--- config.mk ---
export PLATFORM = sky130hd
export DESIGN_NAME = axioma_irq_top
export DESIGN_NICKNAME = d
export VERILOG_FILES = /design/src/rtl/irq_pkg.sv /design/src/rtl/ext_int_sense.sv /design/src/rtl/irq_regs.sv /design/src/rtl/irq_arbiter.sv /design/src/rtl/irq_sequencer.sv /design/src/rtl/axioma_irq_top.sv
export SDC_FILE = /design/constraint.sdc
export NUM_CORES = 1
export LEC_CHECK = 0
export ABC_AREA = 1
export BUFFER_PORTS_ARGS = -buffer_cell sky130_fd_sc_hd__buf_4
export CELL_PAD_IN_SITES_DETAIL_PLACEMENT = 1
export CELL_PAD_IN_SITES_GLOBAL_PLACEMENT = 2
export CORE_ASPECT_RATIO = 1.75
export CORE_MARGIN = 5
export CORE_UTILIZATION = 27
export DETAILED_ROUTE_END_ITERATION = 12
export HOLD_SLACK_MARGIN = 0.06
export PLACE_DENSITY = 0.84
export SETUP_SLACK_MARGIN = 0.02
export SYNTH_ARGS = -nofsm -noshare
export SYNTH_HDL_FRONTEND = slang
export SYNTH_SLANG_ARGS = --single-unit
--- constraint.sdc ---
create_clock -name clk -period 1.6 [get_ports clk]
set_input_delay 0.32 -clock clk [delete_from_list [all_inputs] [get_ports clk]]
set_output_delay 0.32 -clock clk [all_outputs]
set_load 0.05 [all_outputs]
--- src/rtl/irq_pkg.sv ---
/*
 * Shared definitions for the AVR-class interrupt controller:
 * widths, vector numbers, register addresses, sense modes,
 * sequencer states and the packed structs passed between stages.
 */
package irq_pkg;

    localparam int VEC_W     = 5;           // Vector number width
    localparam int NUM_VEC   = 26;          // Pending vector width, vector 0 is reset
    localparam int PC_W      = 16;          // Program counter width
    localparam int IO_ADDR_W = 8;           // Data-space address width
    localparam int IO_DATA_W = 8;           // I/O data width

    // Bit positions inside TIFR0/TIMSK0, as on the ATmega328P
    localparam int T0_OVF_BIT   = 0;        // TOV0 / TOIE0
    localparam int T0_COMPA_BIT = 1;        // OCF0A / OCIE0A
    localparam int T0_COMPB_BIT = 2;        // OCF0B / OCIE0B

    // Lowest number has the highest priority
    typedef enum logic [VEC_W-1:0] {
        VEC_NONE     = 5'd0,                // No request, shares slot with reset
        VEC_INT0     = 5'd1,
        VEC_INT1     = 5'd2,
        VEC_WDT      = 5'd6,
        VEC_T0_COMPA = 5'd14,
        VEC_T0_COMPB = 5'd15,
        VEC_T0_OVF   = 5'd16,
        VEC_SPI_STC  = 5'd17,
        VEC_USART_RX = 5'd18,
        VEC_ADC      = 5'd21,
        VEC_EE_READY = 5'd22
    } irq_vec_e;

    typedef enum logic [IO_ADDR_W-1:0] {
        TIFR0  = 8'h35,                     // Timer0 flags, write one to clear
        EIFR   = 8'h3C,                     // External flags, write one to clear
        EIMSK  = 8'h3D,                     // External masks
        EICRA  = 8'h69,                     // Sense control, 2 bits per pin
        TIMSK0 = 8'h6E                      // Timer0 masks
    } reg_addr_e;

    typedef enum logic [1:0] {
        SENSE_LOW  = 2'd0,                  // Level, repeats while low
        SENSE_ANY  = 2'd1,
        SENSE_FALL = 2'd2,
        SENSE_RISE = 2'd3
    } sense_mode_e;

    typedef enum logic {
        IDLE,
        IN_SERVICE                          // Between acknowledge and return
    } seq_state_e;

    typedef struct packed {
        logic [IO_ADDR_W-1:0] addr;
        logic [IO_DATA_W-1:0] wdata;
        logic                 read;         // Level, selects io_rdata
        logic                 write;        // Takes effect at the edge
    } io_bus_t;

    typedef struct packed {
        logic compb;
        logic compa;
        logic ovf;                          // Bit 0, same order as TIFR0
    } timer0_ev_t;

    typedef struct packed {
        logic wdt;
        logic spi_stc;
        logic usart_rx;
        logic adc;
        logic ee_ready;
    } periph_lvl_t;

    typedef struct packed {
        logic [2:0] tifr0;                  // OCF0B, OCF0A, TOV0
        logic [1:0] eifr;                   // INTF1, INTF0
    } irq_flags_t;

    typedef struct packed {
        logic [2:0] timsk0;                 // Same layout as tifr0
        logic [1:0] eimsk;
    } irq_masks_t;

endpackage

--- src/rtl/ext_int_sense.sv ---
/*
 * INT0/INT1 pin sensing. Samples both pins and turns each into a
 * one-cycle event per its EICRA mode (low, any, fall, rise).
 */
`timescale 1ns/100ps

module ext_int_sense (
    input  logic                      clk,
    input  logic                      reset_n,
    input  logic [1:0]                int_pins,     // Asynchronous pins
    input  irq_pkg::sense_mode_e [1:0] eicra_modes, // Index 0 is INT0
    output logic [1:0]                ext_event     // Registered, one per pin
);
    import irq_pkg::*;

    logic [1:0] pin_s;                              // Sampled pin level
    logic [1:0] pin_prev;                           // Previous sample
    logic [1:0] event_d;

    // Event decode from current and previous sample
    always_comb begin
        for (int i = 0; i < 2; i++) begin
            case (eicra_modes[i])
                SENSE_LOW:  event_d[i] = ~pin_s[i];
                SENSE_ANY:  event_d[i] = pin_s[i] ^ pin_prev[i];
                SENSE_FALL: event_d[i] = ~pin_s[i] & pin_prev[i];
                SENSE_RISE: event_d[i] = pin_s[i] & ~pin_prev[i];
                default:    event_d[i] = 1'b0;
            endcase
        end
    end

    always_ff @(posedge clk or negedge reset_n) begin
        if (!reset_n) begin
            pin_s     <= 2'b11;                     // Idle high, no false fall
            pin_prev  <= 2'b11;
            ext_event <= 2'b00;
        end else begin
            pin_s     <= int_pins;
            pin_prev  <= pin_s;
            ext_event <= event_d;                   // Event one edge after sample
        end
    end

endmodule

--- src/rtl/irq_regs.sv ---
/*
 * Interrupt I/O registers: EIMSK, EICRA, TIMSK0, EIFR and TIFR0.
 * Flags are set by events, cleared by write-one or by acknowledge;
 * also holds the combinational read mux.
 */
`timescale 1ns/100ps

module irq_regs (
    input  logic                       clk,
    input  logic                       reset_n,
    input  irq_pkg::io_bus_t           io,
    output logic [irq_pkg::IO_DATA_W-1:0] io_rdata,
    input  logic [1:0]                 ext_event,
    input  irq_pkg::timer0_ev_t        t0_ev,
    input  logic                       ack_strobe,
    input  irq_pkg::irq_vec_e          ack_vec,
    output irq_pkg::sense_mode_e [1:0] eicra_modes,
    output irq_pkg::irq_flags_t        flags,
    output irq_pkg::irq_masks_t        masks
);
    import irq_pkg::*;

    logic [3:0] eicra_q;                        // ISC11..ISC00, upper bits unimplemented
    timer0_ev_t t0_q;                           // Timer pulses, one stage
    logic [1:0] eifr_clr;
    logic [2:0] tifr_clr;
    logic [2:0] tifr_set;

    assign eicra_modes[0] = sense_mode_e'(eicra_q[1:0]);
    assign eicra_modes[1] = sense_mode_e'(eicra_q[3:2]);

    // Map Timer0 pulses onto TIFR0 bit positions
    always_comb begin
        tifr_set               = '0;
        tifr_set[T0_OVF_BIT]   = t0_q.ovf;
        tifr_set[T0_COMPA_BIT] = t0_q.compa;
        tifr_set[T0_COMPB_BIT] = t0_q.compb;
    end

    // Clear terms from write-one and from the CPU acknowledge
    always_comb begin
        eifr_clr = '0;
        tifr_clr = '0;
        if (io.write && io.addr == EIFR)
            eifr_clr = io.wdata[1:0];
        if (io.write && io.addr == TIFR0)
            tifr_clr = io.wdata[2:0];
        if (ack_strobe) begin
            case (ack_vec)
                VEC_INT0:     eifr_clr[0] = 1'b1;
                VEC_INT1:     eifr_clr[1] = 1'b1;
                VEC_T0_OVF:   tifr_clr[T0_OVF_BIT] = 1'b1;
                VEC_T0_COMPA: tifr_clr[T0_COMPA_BIT] = 1'b1;
                VEC_T0_COMPB: tifr_clr[T0_COMPB_BIT] = 1'b1;
                default: ;                      // Level sources have no flag
            endcase
        end
    end

    // Control registers
    always_ff @(posedge clk or negedge reset_n) begin
        if (!reset_n) begin
            masks   <= '0;
            eicra_q <= '0;
        end else if (io.write) begin
            case (io.addr)
                EIMSK:   masks.eimsk <= io.wdata[1:0];
                TIMSK0:  masks.timsk0 <= io.wdata[2:0];
                EICRA:   eicra_q <= io.wdata[3:0];
                default: ;
            endcase
        end
    end

    // Flags, set wins over clear
    always_ff @(posedge clk or negedge reset_n) begin
        if (!reset_n) begin
            t0_q  <= '0;
            flags <= '0;
        end else begin
            t0_q        <= t0_ev;
            flags.eifr  <= (flags.eifr & ~eifr_clr) | ext_event;
            flags.tifr0 <= (flags.tifr0 & ~tifr_clr) | tifr_set;
        end
    end

    // Read mux, zero when idle or unknown address
    always_comb begin
        io_rdata = '0;
        if (io.read) begin
            case (io.addr)
                EIFR:    io_rdata = IO_DATA_W'(flags.eifr);
                EIMSK:   io_rdata = IO_DATA_W'(masks.eimsk);
                TIFR0:   io_rdata = IO_DATA_W'(flags.tifr0);
                TIMSK0:  io_rdata = IO_DATA_W'(masks.timsk0);
                EICRA:   io_rdata = IO_DATA_W'(eicra_q);
                default: io_rdata = '0;
            endcase
        end
    end

endmodule

--- src/rtl/irq_arbiter.sv ---
/*
 * Priority arbiter. Builds the pending vector from masked flags and
 * peripheral levels and registers the lowest pending vector number.
 */
`timescale 1ns/100ps

module irq_arbiter (
    input  logic                 clk,
    input  logic                 reset_n,
    input  irq_pkg::irq_flags_t  flags,
    input  irq_pkg::irq_masks_t  masks,
    input  irq_pkg::periph_lvl_t periph,
    output irq_pkg::irq_vec_e    best_vec,
    output logic                 best_valid
);
    import irq_pkg::*;

    logic [NUM_VEC-1:0] pending;                // One bit per vector number
    irq_vec_e           sel_vec;
    logic               sel_valid;

    always_comb begin
        pending = '0;
        pending[VEC_INT0]     = flags.eifr[0] & masks.eimsk[0];
        pending[VEC_INT1]     = flags.eifr[1] & masks.eimsk[1];
        pending[VEC_WDT]      = periph.wdt;
        pending[VEC_T0_COMPA] = flags.tifr0[T0_COMPA_BIT] & masks.timsk0[T0_COMPA_BIT];
        pending[VEC_T0_COMPB] = flags.tifr0[T0_COMPB_BIT] & masks.timsk0[T0_COMPB_BIT];
        pending[VEC_T0_OVF]   = flags.tifr0[T0_OVF_BIT] & masks.timsk0[T0_OVF_BIT];
        pending[VEC_SPI_STC]  = periph.spi_stc;
        pending[VEC_USART_RX] = periph.usart_rx;
        pending[VEC_ADC]      = periph.adc;
        pending[VEC_EE_READY] = periph.ee_ready;
    end

    // Scan downward so the lowest set number is kept last
    always_comb begin
        sel_vec   = VEC_NONE;
        sel_valid = 1'b0;
        for (int i = NUM_VEC - 1; i >= 1; i--) begin
            if (pending[i]) begin
                sel_vec   = irq_vec_e'(VEC_W'(i));
                sel_valid = 1'b1;
            end
        end
    end

    always_ff @(posedge clk or negedge reset_n) begin
        if (!reset_n) begin
            best_vec   <= VEC_NONE;
            best_valid <= 1'b0;
        end else begin
            best_vec   <= sel_vec;                  // One edge behind the flags
            best_valid <= sel_valid;
        end
    end

endmodule

--- src/rtl/irq_sequencer.sv ---
/*
 * CPU-side sequencer. Raises the request in IDLE, moves to
 * IN_SERVICE on acknowledge and back on return; forms the vector
 * address and the acknowledge strobe toward the flag registers.
 */
`timescale 1ns/100ps

module irq_sequencer (
    input  logic                       clk,
    input  logic                       reset_n,
    input  irq_pkg::irq_vec_e          best_vec,
    input  logic                       best_valid,
    input  logic                       i_flag,        // Global enable from SREG
    input  logic                       irq_ack,       // Pulse
    input  logic                       irq_return,    // Pulse, RETI
    output logic                       irq_request,
    output irq_pkg::irq_vec_e          irq_vector,
    output logic [irq_pkg::PC_W-1:0]   pc_interrupt,
    output logic                       ack_strobe,
    output irq_pkg::irq_vec_e          ack_vec
);
    import irq_pkg::*;

    seq_state_e state;
    seq_state_e state_nxt;

    // Request follows arbiter and I flag combinationally, no hold
    assign irq_request = (state == IDLE) && i_flag && best_valid;
    assign irq_vector  = irq_request ? best_vec : VEC_NONE;

    // Word address of the vector table entry, 0 when idle
    assign pc_interrupt = PC_W'({irq_vector, 1'b0});

    // Acknowledge only counts while a request is shown
    assign ack_strobe = irq_ack && irq_request;
    assign ack_vec    = irq_vector;                    // Flag cleared at the ack edge

    always_comb begin
        state_nxt = state;
        case (state)
            IDLE: begin
                if (ack_strobe)
                    state_nxt = IN_SERVICE;
            end
            IN_SERVICE: begin
                if (irq_return)
                    state_nxt = IDLE;              // Next request may rise now
            end
            default: state_nxt = IDLE;
        endcase
    end

    always_ff @(posedge clk or negedge reset_n) begin
        if (!reset_n)
            state <= IDLE;
        else
            state <= state_nxt;
    end

endmodule

--- src/rtl/axioma_irq_top.sv ---
/*
 * Interrupt controller top level. Chains pin sensing, flag
 * registers, arbitration and the CPU sequencer.
 */
`timescale 1ns/100ps

module axioma_irq_top (
    input  logic                          clk,
    input  logic                          reset_n,
    // CPU side
    input  logic                          i_flag,
    input  logic                          irq_ack,
    input  logic                          irq_return,
    output logic                          irq_request,
    output irq_pkg::irq_vec_e             irq_vector,
    output logic [irq_pkg::PC_W-1:0]      pc_interrupt,
    // Register bus
    input  irq_pkg::io_bus_t              io,
    output logic [irq_pkg::IO_DATA_W-1:0] io_rdata,
    // Interrupt sources
    input  logic [1:0]                    int_pins,
    input  irq_pkg::timer0_ev_t           t0_ev,
    input  irq_pkg::periph_lvl_t          periph
);
    import irq_pkg::*;

    logic [1:0]       ext_event;                    // INT0/INT1 events
    sense_mode_e [1:0] eicra_modes;
    irq_flags_t       flags;
    irq_masks_t       masks;
    irq_vec_e         best_vec;
    logic             best_valid;
    irq_vec_e         ack_vec;
    logic             ack_strobe;                   // Clears the served flag

    ext_int_sense u_sense (
        .clk         (clk),
        .reset_n     (reset_n),
        .int_pins    (int_pins),
        .eicra_modes (eicra_modes),
        .ext_event   (ext_event)
    );

    irq_regs u_regs (
        .clk         (clk),
        .reset_n     (reset_n),
        .io          (io),
        .io_rdata    (io_rdata),
        .ext_event   (ext_event),
        .t0_ev       (t0_ev),
        .ack_strobe  (ack_strobe),
        .ack_vec     (ack_vec),
        .eicra_modes (eicra_modes),
        .flags       (flags),
        .masks       (masks)
    );

    irq_arbiter u_arb (
        .clk        (clk),
        .reset_n    (reset_n),
        .flags      (flags),
        .masks      (masks),
        .periph     (periph),
        .best_vec   (best_vec),
        .best_valid (best_valid)
    );

    irq_sequencer u_seq (
        .clk          (clk),
        .reset_n      (reset_n),
        .best_vec     (best_vec),
        .best_valid   (best_valid),
        .i_flag       (i_flag),
        .irq_ack      (irq_ack),
        .irq_return   (irq_return),
        .irq_request  (irq_request),
        .irq_vector   (irq_vector),
        .pc_interrupt (pc_interrupt),
        .ack_strobe   (ack_strobe),
        .ack_vec      (ack_vec)
    );

endmodule

## Word-level counts from Yosys, hierarchy flattened

Cells that the tools add are included.

- Eq/ne operators: 16
- Multiplexer cells: 37
- Bitwise gates (word level): 22
- Reductions and logical operators: 10

Operators by type and width:

| kind | number |
|---|---|
| 5-bit two-way mux | 11 |
| 8-bit by 6-bit == test with 1-bit output, second input constant | 3 |
| 4-bit case mux with 5 select lines | 1 |
| 1-bit two-way mux | 17 |
| 8-bit by 7-bit == test with 1-bit output, second input constant | 2 |
| 5-bit by 4-bit == test with 1-bit output, second input constant | 2 |
| 1-bit bitwise AND | 9 |
| 2-bit == test, second input constant | 4 |
| 1-bit case mux with 4 select lines | 2 |
| 3-bit two-way mux | 2 |
| 2-bit AND reduction | 3 |
| 5-bit by 1-bit == test with 1-bit output, second input constant | 1 |
| 5-bit by 2-bit == test with 1-bit output, second input constant | 1 |
| 5-bit == test, second input constant | 1 |
| 1-bit logical AND | 5 |
| 1-bit NOT | 5 |
| 2-bit by 1-bit == test with 1-bit output, second input constant | 2 |
| 2-bit zero test | 2 |
| 2-bit two-way mux | 2 |
| 4-bit two-way mux | 1 |
| 3-bit bitwise AND | 1 |
| 3-bit NOT | 1 |
| 3-bit bitwise OR | 1 |
| 2-bit bitwise AND | 1 |
| other kinds (4) | 5 |

- Register bits after elaboration: 30
- Output and inout bits: 30
- Word-level logic and storage cells: 99

## Logic depth before layout (Yosys ltp)

Gate-level depths: netlist (run 1).

- Depth in word-level cells: 10
- Depth in mapped cells: 8

## Cells and area by module

A second synthesis (run 1) with hierarchy kept.

- Cells, all modules: 268
- Area total of the unflattened synthesis: 1919.3 um^2

Modules (own cells, without submodules):

| module | times used | cells an instance | area each (um^2) | sequential area each (um^2) |
|---|---|---|---|---|
| irq_regs | 1 | 147 | 1038.5 | 425.4 |
| irq_arbiter | 1 | 45 | 311.5 | 150.1 |
| ext_int_sense | 1 | 36 | 307.8 | 155.1 |
| irq_sequencer | 1 | 40 | 261.5 | 25.0 |

## Worst setup path after synthesis (run 1)

Ideal clock, no wire load.

- Kind: flip-flop to output port
- Start point: register u_seq.state
- End point: output port pc_interrupt[5] (netlist name)
- Arrival time: 1.898 ns
- Data required time: 1.280 ns
- Slack: -0.618 ns
- Cell stages (with the launch flop): 5
- Cell sequence: dfrtp_1 nor2_4 inv_1 nor2_1 buf_4

- Word-level cells in the longest chain between the ends: 4

Ends and longest elaborated chain:

| element | RTL line | text |
|---|---|---|
| from (decl) | irq_sequencer.sv:24 | `seq_state_e state;` |
| from (signal assigned) | irq_sequencer.sv:57 | `state <= state_nxt;` |
| 1-bit NOT | irq_sequencer.sv:28 | `assign irq_request = (state == IDLE) && i_flag && best_valid;` |
| 1-bit logical AND (2 in a row) | irq_sequencer.sv:28 |  |
| net irq_request | axioma_irq_top.sv:14 | `output logic irq_request,` |
| 5-bit two-way mux | irq_sequencer.sv:29 | `assign irq_vector = irq_request ? best_vec : VEC_NONE;` |
| to (decl) | axioma_irq_top.sv:16 | `output logic [irq_pkg::PC_W-1:0] pc_interrupt,` |

The timed path passes the listed nets, and every way through them passes these cells.

## Worst setup path after layout (run 1)

- Start point: register u_arb.best_valid
- End point: output port irq_vector[4]

- Word-level cells in the longest chain between the ends: 2

Ends and longest elaborated chain:

| element | RTL line | text |
|---|---|---|
| from (decl) | irq_arbiter.sv:14 | `output logic best_valid` |
| from (signal assigned) | irq_arbiter.sv:54 | `best_valid <= sel_valid;` |
| 1-bit logical AND | irq_sequencer.sv:28 |  |
| 5-bit two-way mux | irq_sequencer.sv:29 |  |
| to (decl) | axioma_irq_top.sv:15 | `output irq_pkg::irq_vec_e irq_vector,` |

Every way passes these cells.

==> results of run 1 <==
final cells by class:
| type | instances | area (um^2) |
|---|---|---|
| timing repair buffer | 52 | 460 |
| clock buffer | 6 | 129 |
| inverter | 37 | 158 |
| clock inverter | 2 | 10.0 |
| multi-input combinational | 165 | 983 |
| fill | 815 | 3990 |
| sequential | 30 | 756 |
| tap | 82 | 103 |
registers in the layout, summed over array words and instances (netlist names):
register            count
u_arb.best_valid        1
u_arb.best_vec          5
u_regs.eicra_modes      4
u_regs.flags            5
u_regs.masks            5
u_regs.t0_q             3
u_sense.ext_event       2
u_sense.pin_prev        2
u_sense.pin_s           2
u_seq.state             1
kinds of logic after synthesis:
| family | after synthesis | share of synthesized area |
|---|---|---|
| AOI/OAI and AO/OA | 29 | 0.0850 |
| and+or+nand+nor | 116 | 0.318 |
| buffers and inverters | 57 | 0.157 |
| other | 1 | 0.00204 |
| adders and majority gates | 4 | 0.0272 |
| DFF | 30 | 0.411 |
worst max-delay path by stage:
| stage | from | endpoint | slack, ns |
|---|---|---|---|
| 6_report | u_arb.best_valid | irq_vector[4] | 0.01 |
| 3_3_place_gp | io[17] | io_rdata[0] | -0.08 |
| 5_1_grt | u_arb.best_valid | irq_vector[0] | -0.06 |
| 4_1_cts | io[14] | io_rdata[1] | -0.05 |
| 2_1_floorplan | u_arb.best_valid | pc_interrupt[5] | -0.12 |
| 3_5_place_dp | io[17] | io_rdata[2] | -0.11 |
worst max-delay path, cell delays in order (launching register included):
cell	delay [ns]
dfrtp_1	0.33
nand2_2	0.06
nor2_4	0.21
inv_2	0.10
nor2_4	0.12
buf_6	0.17
power by group through the flow:
stage	clock network, mW	logic [mW]	registers, mW
final	0.884	0.485	0.843
after detailed placement	0	0.443	0.855
after floorplan	0	0.345	0.844
after CTS	0.909	0.475	0.843
after global placement	0	0.436	0.853
after global routing	0.944	0.524	0.851
what timing repair did:
item / CTS / global route
pin swaps: 11 / 8
gates resized for setup: 32 / 15
buffers inserted: 3 / 1
endpoints found under the setup margin: 14 / 15
hold buffers: 1 / 0
cloned: 1 / 0
hold endpoints to repair: 26 / 0
per-stage QoR:
stage	setup slack, ns	hold WS [ns]	total power [mW]
2_1_floorplan	-0.118	0.0244	1.19
3_3_place_gp	-0.0800	0.274	1.29
3_5_place_dp	-0.110	0.276	1.30
4_1_cts	-0.0460	0.150	2.23
5_1_grt	-0.0632	0.142	2.32
6_report	0.0130	0.155	2.21
synthesized netlist by cell type (all sizes together):
library cell and number:
nor4 1, clkinv 1, dfrtp 26, conb 1, buf 20, nand3 28
dfstp 4, o21bai 1, a31oi 1, nor3b 1, nor2 30, a21oi 4
nand2 52, ha 4, nor3 4, inv 36, o21ai 23
placed cells by master, fill, tap and decap left out, drive strengths merged, types with 3 or more instances in the layout:
cell,Yosys,layout
inv,36,33
a21oi,4,4
dfrtp,26,26
clkinv,1,3
dfstp,4,4
clkinvlp,0,3
nand3,28,28
buf,20,51
nor2,30,31
nand2,52,52
o21ai,23,23
ha,4,4
conb,1,15
clkbuf,0,6
nor3,4,4
per-layer routing:
metal  wire, um  vias to the layer above  track usage
met5          0                        -            0
met4         90                        0       0.0485
met1       1680                      826        0.125
met3        167                        7       0.0202
met2       2890                       38        0.235
li1           -                      820            -
==> flow_summary.toml, run 1 <==
[cells_and_area]
finish.utilization = 0.394
antenna_cells = 0
stdcell_count = 374
areaGrowthSynthToFinish_pct = 41.3
final_cell_area_mm2 = 0.00260
final_nets = 328
drive_above_1_share = 0.394

[worst_setup_path]
ff2ff_setup_slack_ns = 0.31
reg2regPathDepth = 7
critPathRequiredTime_ns = 1.28
start_kind = "register"
regToRegStartpoint = "u_arb.best_valid"
critPathArrivalTime_ns = 1.27
critPathKind = "reg -> out"
worstReg2RegEnd = "u_regs.flags[4]"
cp-end-kind = "primary output"
cp_max_fo = 7

[clock_tree]
cts_tree = "yes"
cts_max_path_buffers = 2
cts_buffers = 5
root_buffer = "clkbuf_16"
clk_latency_ns = 0.27
cts_sinks = 30
clkTransAtPathRegs_ns = 0.05
cts_max_level = 2

[sta]
setup_violations = 0
hold_viol_final = 0
fin_crit_ns = 1.59
fin_skew_ns = 0.00656
min_period_over_period = 0.992
rsz0062_at_grt = "yes"
fmax_mhz = 630
slew_viol_final = 0
final.setup.tns_ns = 0

[global_routing]
grt_max_degree = 31
grt_overflow = 0
grt_pass1_wl_um = 8250
antenna_found_initial = 0
grt_pass1_vias = 1805
grt_usage = 0.122

[power_and_ir_drop]
clkPwrFrac = 0.400
switchingPower_mw = 0.681
swShare = 0.308
power_leakage_nw = 1.32
p_per_area_mw_per_mm2 = 851
p_comb_frac = 0.219
peakVddDrop_uv = 549
power.internal_mw = 1.53
sequentialPowerShare = 0.381

[floorplanning]
ioPinCount = 63
dieArea_mm2 = 0.00863
rows = 39
die_w_um = 72.4
start_util = 0.279
fp.dieH_um = 119
core_mm2 = 0.00659

[yosys]
synth_top_area_share = 0.354
ys_ff_latch = 30
synth_area_mm2 = 0.00184
postSynthCellCount = 237
netlist-cell-type-count = 25
yosysSeqAreaShare = 0.411
yosys-top-cells-area = "dfrtp_1 35%, nand2_1 9.2%, buf_4 8.2%"
synth_top_cell_by_area = "dfrtp_1"
syn_avg_cell_area_um2 = 7.76
synth_warnings = 0

[routing]
drt-wirelength-per-cell_um = 12.9
viasPerCell = 4.52
routed_wl_um = 4830
drtIter0Drc = 30
drc_errors = 0
antenna_left = 0
drt-pass1-iter-count = 4
via_count = 1691

[placed_design]
port_buffers = 43
dpl.cell_count = 360
dpl.hpwl_um = 3960
placed_cell_area_mm2 = 0.00225
gp_congestion = 0.748

[worst_hold_path]
holdPathEnd = "u_sense.pin_s[1]"
hold_path_depth = 1
worstHoldStart = "int_pins[1]"
min_path_type = "in -> reg"

[job]
drv_cap = 0

[run_status]
status = "finished clean"
No activity file was read; power rests on OpenSTA's default activity.
==> run 2: changes to the inputs <==
--- a/config.mk
+++ b/config.mk
@@ -13,8 +13,10 @@
 export CORE_MARGIN = 5
 export CORE_UTILIZATION = 27
 export DETAILED_ROUTE_END_ITERATION = 12
+export GPL_TIMING_DRIVEN = 0
 export HOLD_SLACK_MARGIN = 0.06
 export PLACE_DENSITY = 0.84
+export REMOVE_ABC_BUFFERS = 1
 export SETUP_SLACK_MARGIN = 0.02
 export SYNTH_ARGS = -nofsm -noshare
 export SYNTH_HDL_FRONTEND = slang
==> flow_summary.toml, run 2 (synthesis gave the netlist of run 1 again) <==
[sta]
rsz0062_at_grt = "yes"
fin_skew_ns = 0.00359
hold_viol_final = 0
fin_crit_ns = 1.66
slew_viol_final = 0
hold_ws_ns = 0.150
layout_setup_ws_ns = -0.0624
final.setup.tns_ns = -0.140
fmax_mhz = 602
setup_violations = 3
min_period_over_period = 1.04

[cells_and_area]
antenna_cells = 0
final_cell_mix = "37 x nand2_1, 30 x buf_4, 28 x inv_1, 28 x nand3_1, 26 x dfrtp_1"
drive_above_1_share = 0.355
seq_area_um2 = 756
largestRegisters = "u_arb.best_vec (5), u_regs.flags (5), u_regs.masks (5)"
final_cell_area_mm2 = 0.00260
final_nets = 326
multi_input_area_um2 = 957
areaGrowthSynthToFinish_pct = 41.2
fillerInstances = 797
layout_commonest_cell = "nand2_1"

[run_status]
violations = "setup timing"
status = "finished, violations left"

[worst_setup_path]
ff2ff_setup_slack_ns = 0.23
crit_slowest_cell = "nor2_4"
critPathLaunch = "io[17]"
cp-end-kind = "primary output"
cp_top_family = "simple AND/OR/NAND/NOR gates"
critPathKind = "in -> out"
slowest_delay_ns = 0.19
critPathArrivalTime_ns = 1.34
critPathRequiredTime_ns = 1.28
cp_max_fo = 6
worstReg2RegEnd = "u_regs.flags[3]"
reg2regPathDepth = 8
crit_chain = "buf_8, inv_6, nand2_4, nor2_4, nand2_4, o21ai_2, nor2_1, nor2_1, buf_6"
critPathBufInv = 3
start_kind = "primary input"
regToRegStartpoint = "u_seq.state"

[clock_tree]
clkTransAtPathRegs_ns = 0.05
cts_tree = "yes"
clk_latency_ns = 0.28
cts_max_path_buffers = 2
root_buffer = "clkbuf_16"
cts_sinks = 30
cts_max_level = 2
cts_buffers = 5

[worst_hold_path]
worstHoldStart = "int_pins[0]"
holdPathEnd = "u_sense.pin_s[0]"
hold_path_depth = 1
min_path_type = "in -> reg"

[routing]
drt-pass1-iter-count = 4
routed_wl_um = 4780
antenna_left = 0
drtIter0Drc = 20
viasPerCell = 4.45
via_count = 1654
drc_errors = 0
drt-wirelength-per-cell_um = 12.8

[global_routing]
use_met1 = 0.103
grt_max_degree = 31
grtUsageMet3 = 0.0219
grt_pass1_wl_um = 7570
grt.busiest_layer = "met2"
antenna_found_initial = 0
grt_usage = 0.111
grt_overflow = 0
grt_pass1_vias = 1735
met2_usage = 0.223

[floorplanning]
start_util = 0.279
die_w_um = 72.4
fp.dieH_um = 119
dieArea_mm2 = 0.00863
rows = 39
core_mm2 = 0.00659
ioPinCount = 63

[power_and_ir_drop]
peakVddDrop_uv = 690
power_leakage_nw = 1.35
p_per_area_mw_per_mm2 = 890

[placed_design]
place_ws_ns = -0.150
gp_congestion = 0.760
placed_cell_area_mm2 = 0.00217
dpl.hpwl_um = 3820
port_buffers = 43

[job]
drv_cap = 0
[run 2: cell types whose count changed in the layout (fill, tap and decap cells not counted), moves of 3 or more]
cell	before	now
buf_8	4	8
nand2_4	4	9
nand3_2	3	0
nand2_2	13	6
nand3_1	25	28
nor2_1	11	15
buf_4	37	30
[run 2: power by group]
group          total, mW  internal (mW)  leakage [nW]  switching [mW]
clock network      0.950          0.614        0.0729           0.335
logic              0.517          0.175         0.950           0.342
registers          0.844          0.810         0.329          0.0338
total               2.31           1.60          1.35           0.711
[run 2: per-stage QoR]
stage,power [mW],utilization,std cells
3_3_place_gp,1.27,0.329,356
6_report,2.31,0.394,372
5_1_grt,2.39,0.394,372
3_5_place_dp,1.28,0.329,356
4_1_cts,2.28,0.376,371
2_1_floorplan,1.13,-,231
[run 2: worst register-to-register path, delay by kind of cell (launching register included)]
| kind | cells | cell delay, ns |
|---|---|---|
| and+or+nand+nor | 6 | 0.58 |
| buffers and inverters | 2 | 0.27 |
| DFF | 1 | 0.40 |
[run 2: worst max path at each step]
stage                 endpoint  slack, ns  depth (start not counted)
2_1_floorplan  u_regs.flags[2]      -1.00                          6
3_3_place_gp       io_rdata[3]      -0.14                          9
3_5_place_dp       io_rdata[0]      -0.15                          9
4_1_cts            io_rdata[3]      -0.09                          9
5_1_grt            io_rdata[3]      -0.12                          9
6_report           io_rdata[1]      -0.06                          9
[run 2: final cells by class]
class,count,area share
tap,82,0.0395
clock buffer,6,0.0535
multi-input combinational,165,0.368
timing repair buffer,50,0.184
inverter,37,0.0583
sequential,30,0.291
clock inverter,2,0.00482
[run 2: timing repair]
action	CTS	global route
cloned	1	0
setup buffers	5	1
resized for setup	30	34
endpoints found under the hold margin	26	0
pin swaps	10	10
hold buffers	1	0
setup endpoints to repair	10	14
[run 2: layer usage]
| metal | wire [um] | vias up | share of wire |
|---|---|---|---|
| li1 | - | 820 | - |
| met3 | 224 | 4 | 0.047 |
| met1 | 1620 | 792 | 0.34 |
| met4 | 66 | 0 | 0.014 |
| met2 | 2870 | 38 | 0.60 |
| met5 | 0 | - | 0 |
==> run 3: changes to the inputs <==
--- a/config.mk
+++ b/config.mk
@@ -16,8 +16,9 @@
 export GPL_TIMING_DRIVEN = 0
 export HOLD_SLACK_MARGIN = 0.06
 export PLACE_DENSITY = 0.84
-export REMOVE_ABC_BUFFERS = 1
+export RECOVER_POWER = 100
 export SETUP_SLACK_MARGIN = 0.02
+export SLEW_MARGIN = 20
 export SYNTH_ARGS = -nofsm -noshare
 export SYNTH_HDL_FRONTEND = slang
 export SYNTH_SLANG_ARGS = --single-unit
==> flow_summary.toml, run 3 (synthesis gave the netlist of run 1 again) <==
[power_and_ir_drop]
design_power_total_mw = 2.51
peakVddDrop_uv = 461
power_leakage_nw = 1.50
p_per_area_mw_per_mm2 = 871

[clock_tree]
cts_sinks = 30
clk_latency_ns = 0.28
cts_max_level = 2
clkTransAtPathRegs_ns = 0.05
cts_buffers = 5
root_buffer = "clkbuf_16"
cts_max_path_buffers = 2
cts_tree = "yes"

[cells_and_area]
final_cell_area_mm2 = 0.00289
final_cell_mix = "46 x buf_4, 36 x nand2_1, 28 x inv_1"
areaGrowthSynthToFinish_pct = 56.9
layout_commonest_cell = "buf_4"
final_nets = 352
largestRegisters = "u_arb.best_vec (5), u_regs.flags (5), u_regs.masks (5)"
antenna_cells = 0
drive_above_1_share = 0.418

[worst_setup_path]
crit_chain = "nand2_2, nor2_4, inv_2, nor2_4, buf_6, buf_8"
cp-endpoint = "pc_interrupt[5]"
slowest_delay_ns = 0.34
worstReg2RegEnd = "u_regs.flags[4]"
cp_max_fo = 7
critPathLaunch = "u_arb.best_valid"
critPathRequiredTime_ns = 1.28
cp_top_family = "simple AND/OR/NAND/NOR gates"
ff2ff_setup_slack_ns = 0.14
cpMostUsedCell = "nor2_4"
reg2regPathDepth = 9
critPathArrivalTime_ns = 1.36
regToRegStartpoint = "u_arb.best_valid"
crit_slowest_cell = "dfrtp_1"
critPathBufInv = 3
start_kind = "register"
cp-end-kind = "primary output"
critPathKind = "reg -> out"
cp_num_cells = 6

[floorplanning]
ioPinCount = 63
core_mm2 = 0.00659
dieArea_mm2 = 0.00863
fp.dieH_um = 119
rows = 39
die_w_um = 72.4
start_util = 0.279

[routing]
drt-pass1-iter-count = 4
drtIter0Drc = 32
via_count = 1822
drt-wirelength-per-cell_um = 13.7
drc_errors = 0
routed_wl_um = 5440
viasPerCell = 4.58
antenna_left = 0

[sta]
rsz0062_at_grt = "yes"
fin_crit_ns = 1.68
slew_headroom = 0.496
setup_violations = 10
final.setup.tns_ns = -0.426
layout_setup_ws_ns = -0.0764
fin_skew_ns = 0.00567
slew_viol_final = 0
worstMarginPinSlew_ns = 0.757
min_period_over_period = 1.05
hold_viol_final = 0
fmax_mhz = 597

[global_routing]
grt_max_degree = 31
grt_usage = 0.130
antenna_found_initial = 0
grt_pass1_vias = 1909
grt_pass1_wl_um = 8810
grt_overflow = 0

[placed_design]
gp_congestion = 0.743
dpl.hpwl_um = 4080
port_buffers = 43
placed_cell_area_mm2 = 0.00239

[worst_hold_path]
min_path_type = "in -> reg"
worstHoldStart = "int_pins[1]"

[run_status]
violations = "setup timing"
status = "finished, violations left"

[job]
drv_cap = 0
## run 3: worst register-to-register path: cells and delay by family, from the launching register on
kind                   cells  cell delay, ns
and+or+nand+nor            7            0.74
buffers and inverters      2            0.27
DFF                        1            0.34
## run 3: power breakdown
group	leakage, nW	internal [mW]	switching (mW)	total [mW]
Sequential	0.328	0.809	0.0345	0.843
Combinational	1.09	0.212	0.355	0.567
Clock	0.0841	0.776	0.327	1.10
## run 3: per-stage QoR
stage	utilization	hold slack (ns)	cells	worst slack (ns)
after floorplan	-	0.0244	251	-0.118
after global placement	0.362	0.271	376	-0.123
after detailed placement	0.362	0.277	376	-0.127
after CTS	0.424	0.147	391	-0.0904
after global routing	0.438	0.152	398	-0.162
final	0.438	0.159	398	-0.0764
## run 3: cell type report
cell class / instances / area [um^2]
Buffer: 20 / 169
Multi-Input combinational cell: 165 / 1010
Inverter: 37 / 158
Tap cell: 82 / 103
Clock buffer: 7 / 143
Fill cell: 798 / 3700
Timing Repair Buffer: 56 / 514
Sequential cell: 30 / 756
Clock inverter: 1 / 30.0
## run 3: routing by layer
layer	GRT usage	vias to the layer above	wire [um]	part of all wire
met4	0.0450	0	149	0.027
met1	0.125	898	1790	0.33
met3	0.0202	12	202	0.037
li1	-	866	-	-
met2	0.264	46	3290	0.61
met5	0	-	0	0
## run 3: worst min-delay path by stage
stage               depth (start not counted)          endpoint  slack (ns)
floorplan                                   0  u_arb.best_valid        0.02
global placement                            1  u_arb.best_valid        0.27
detailed placement                          1       u_seq.state        0.28
CTS                                         1  u_sense.pin_s[0]        0.15
global route                                1  u_sense.pin_s[1]        0.15
finish                                      1  u_sense.pin_s[1]        0.16
## run 3: timing repair
item                                   CTS  global route
cloned                                   1             0
hold buffers                             1             0
endpoints found under the hold margin   26             0
setup buffers                            5             7
setup endpoints to repair               14            15
resized for setup                       48            17
pin swaps                               13            19
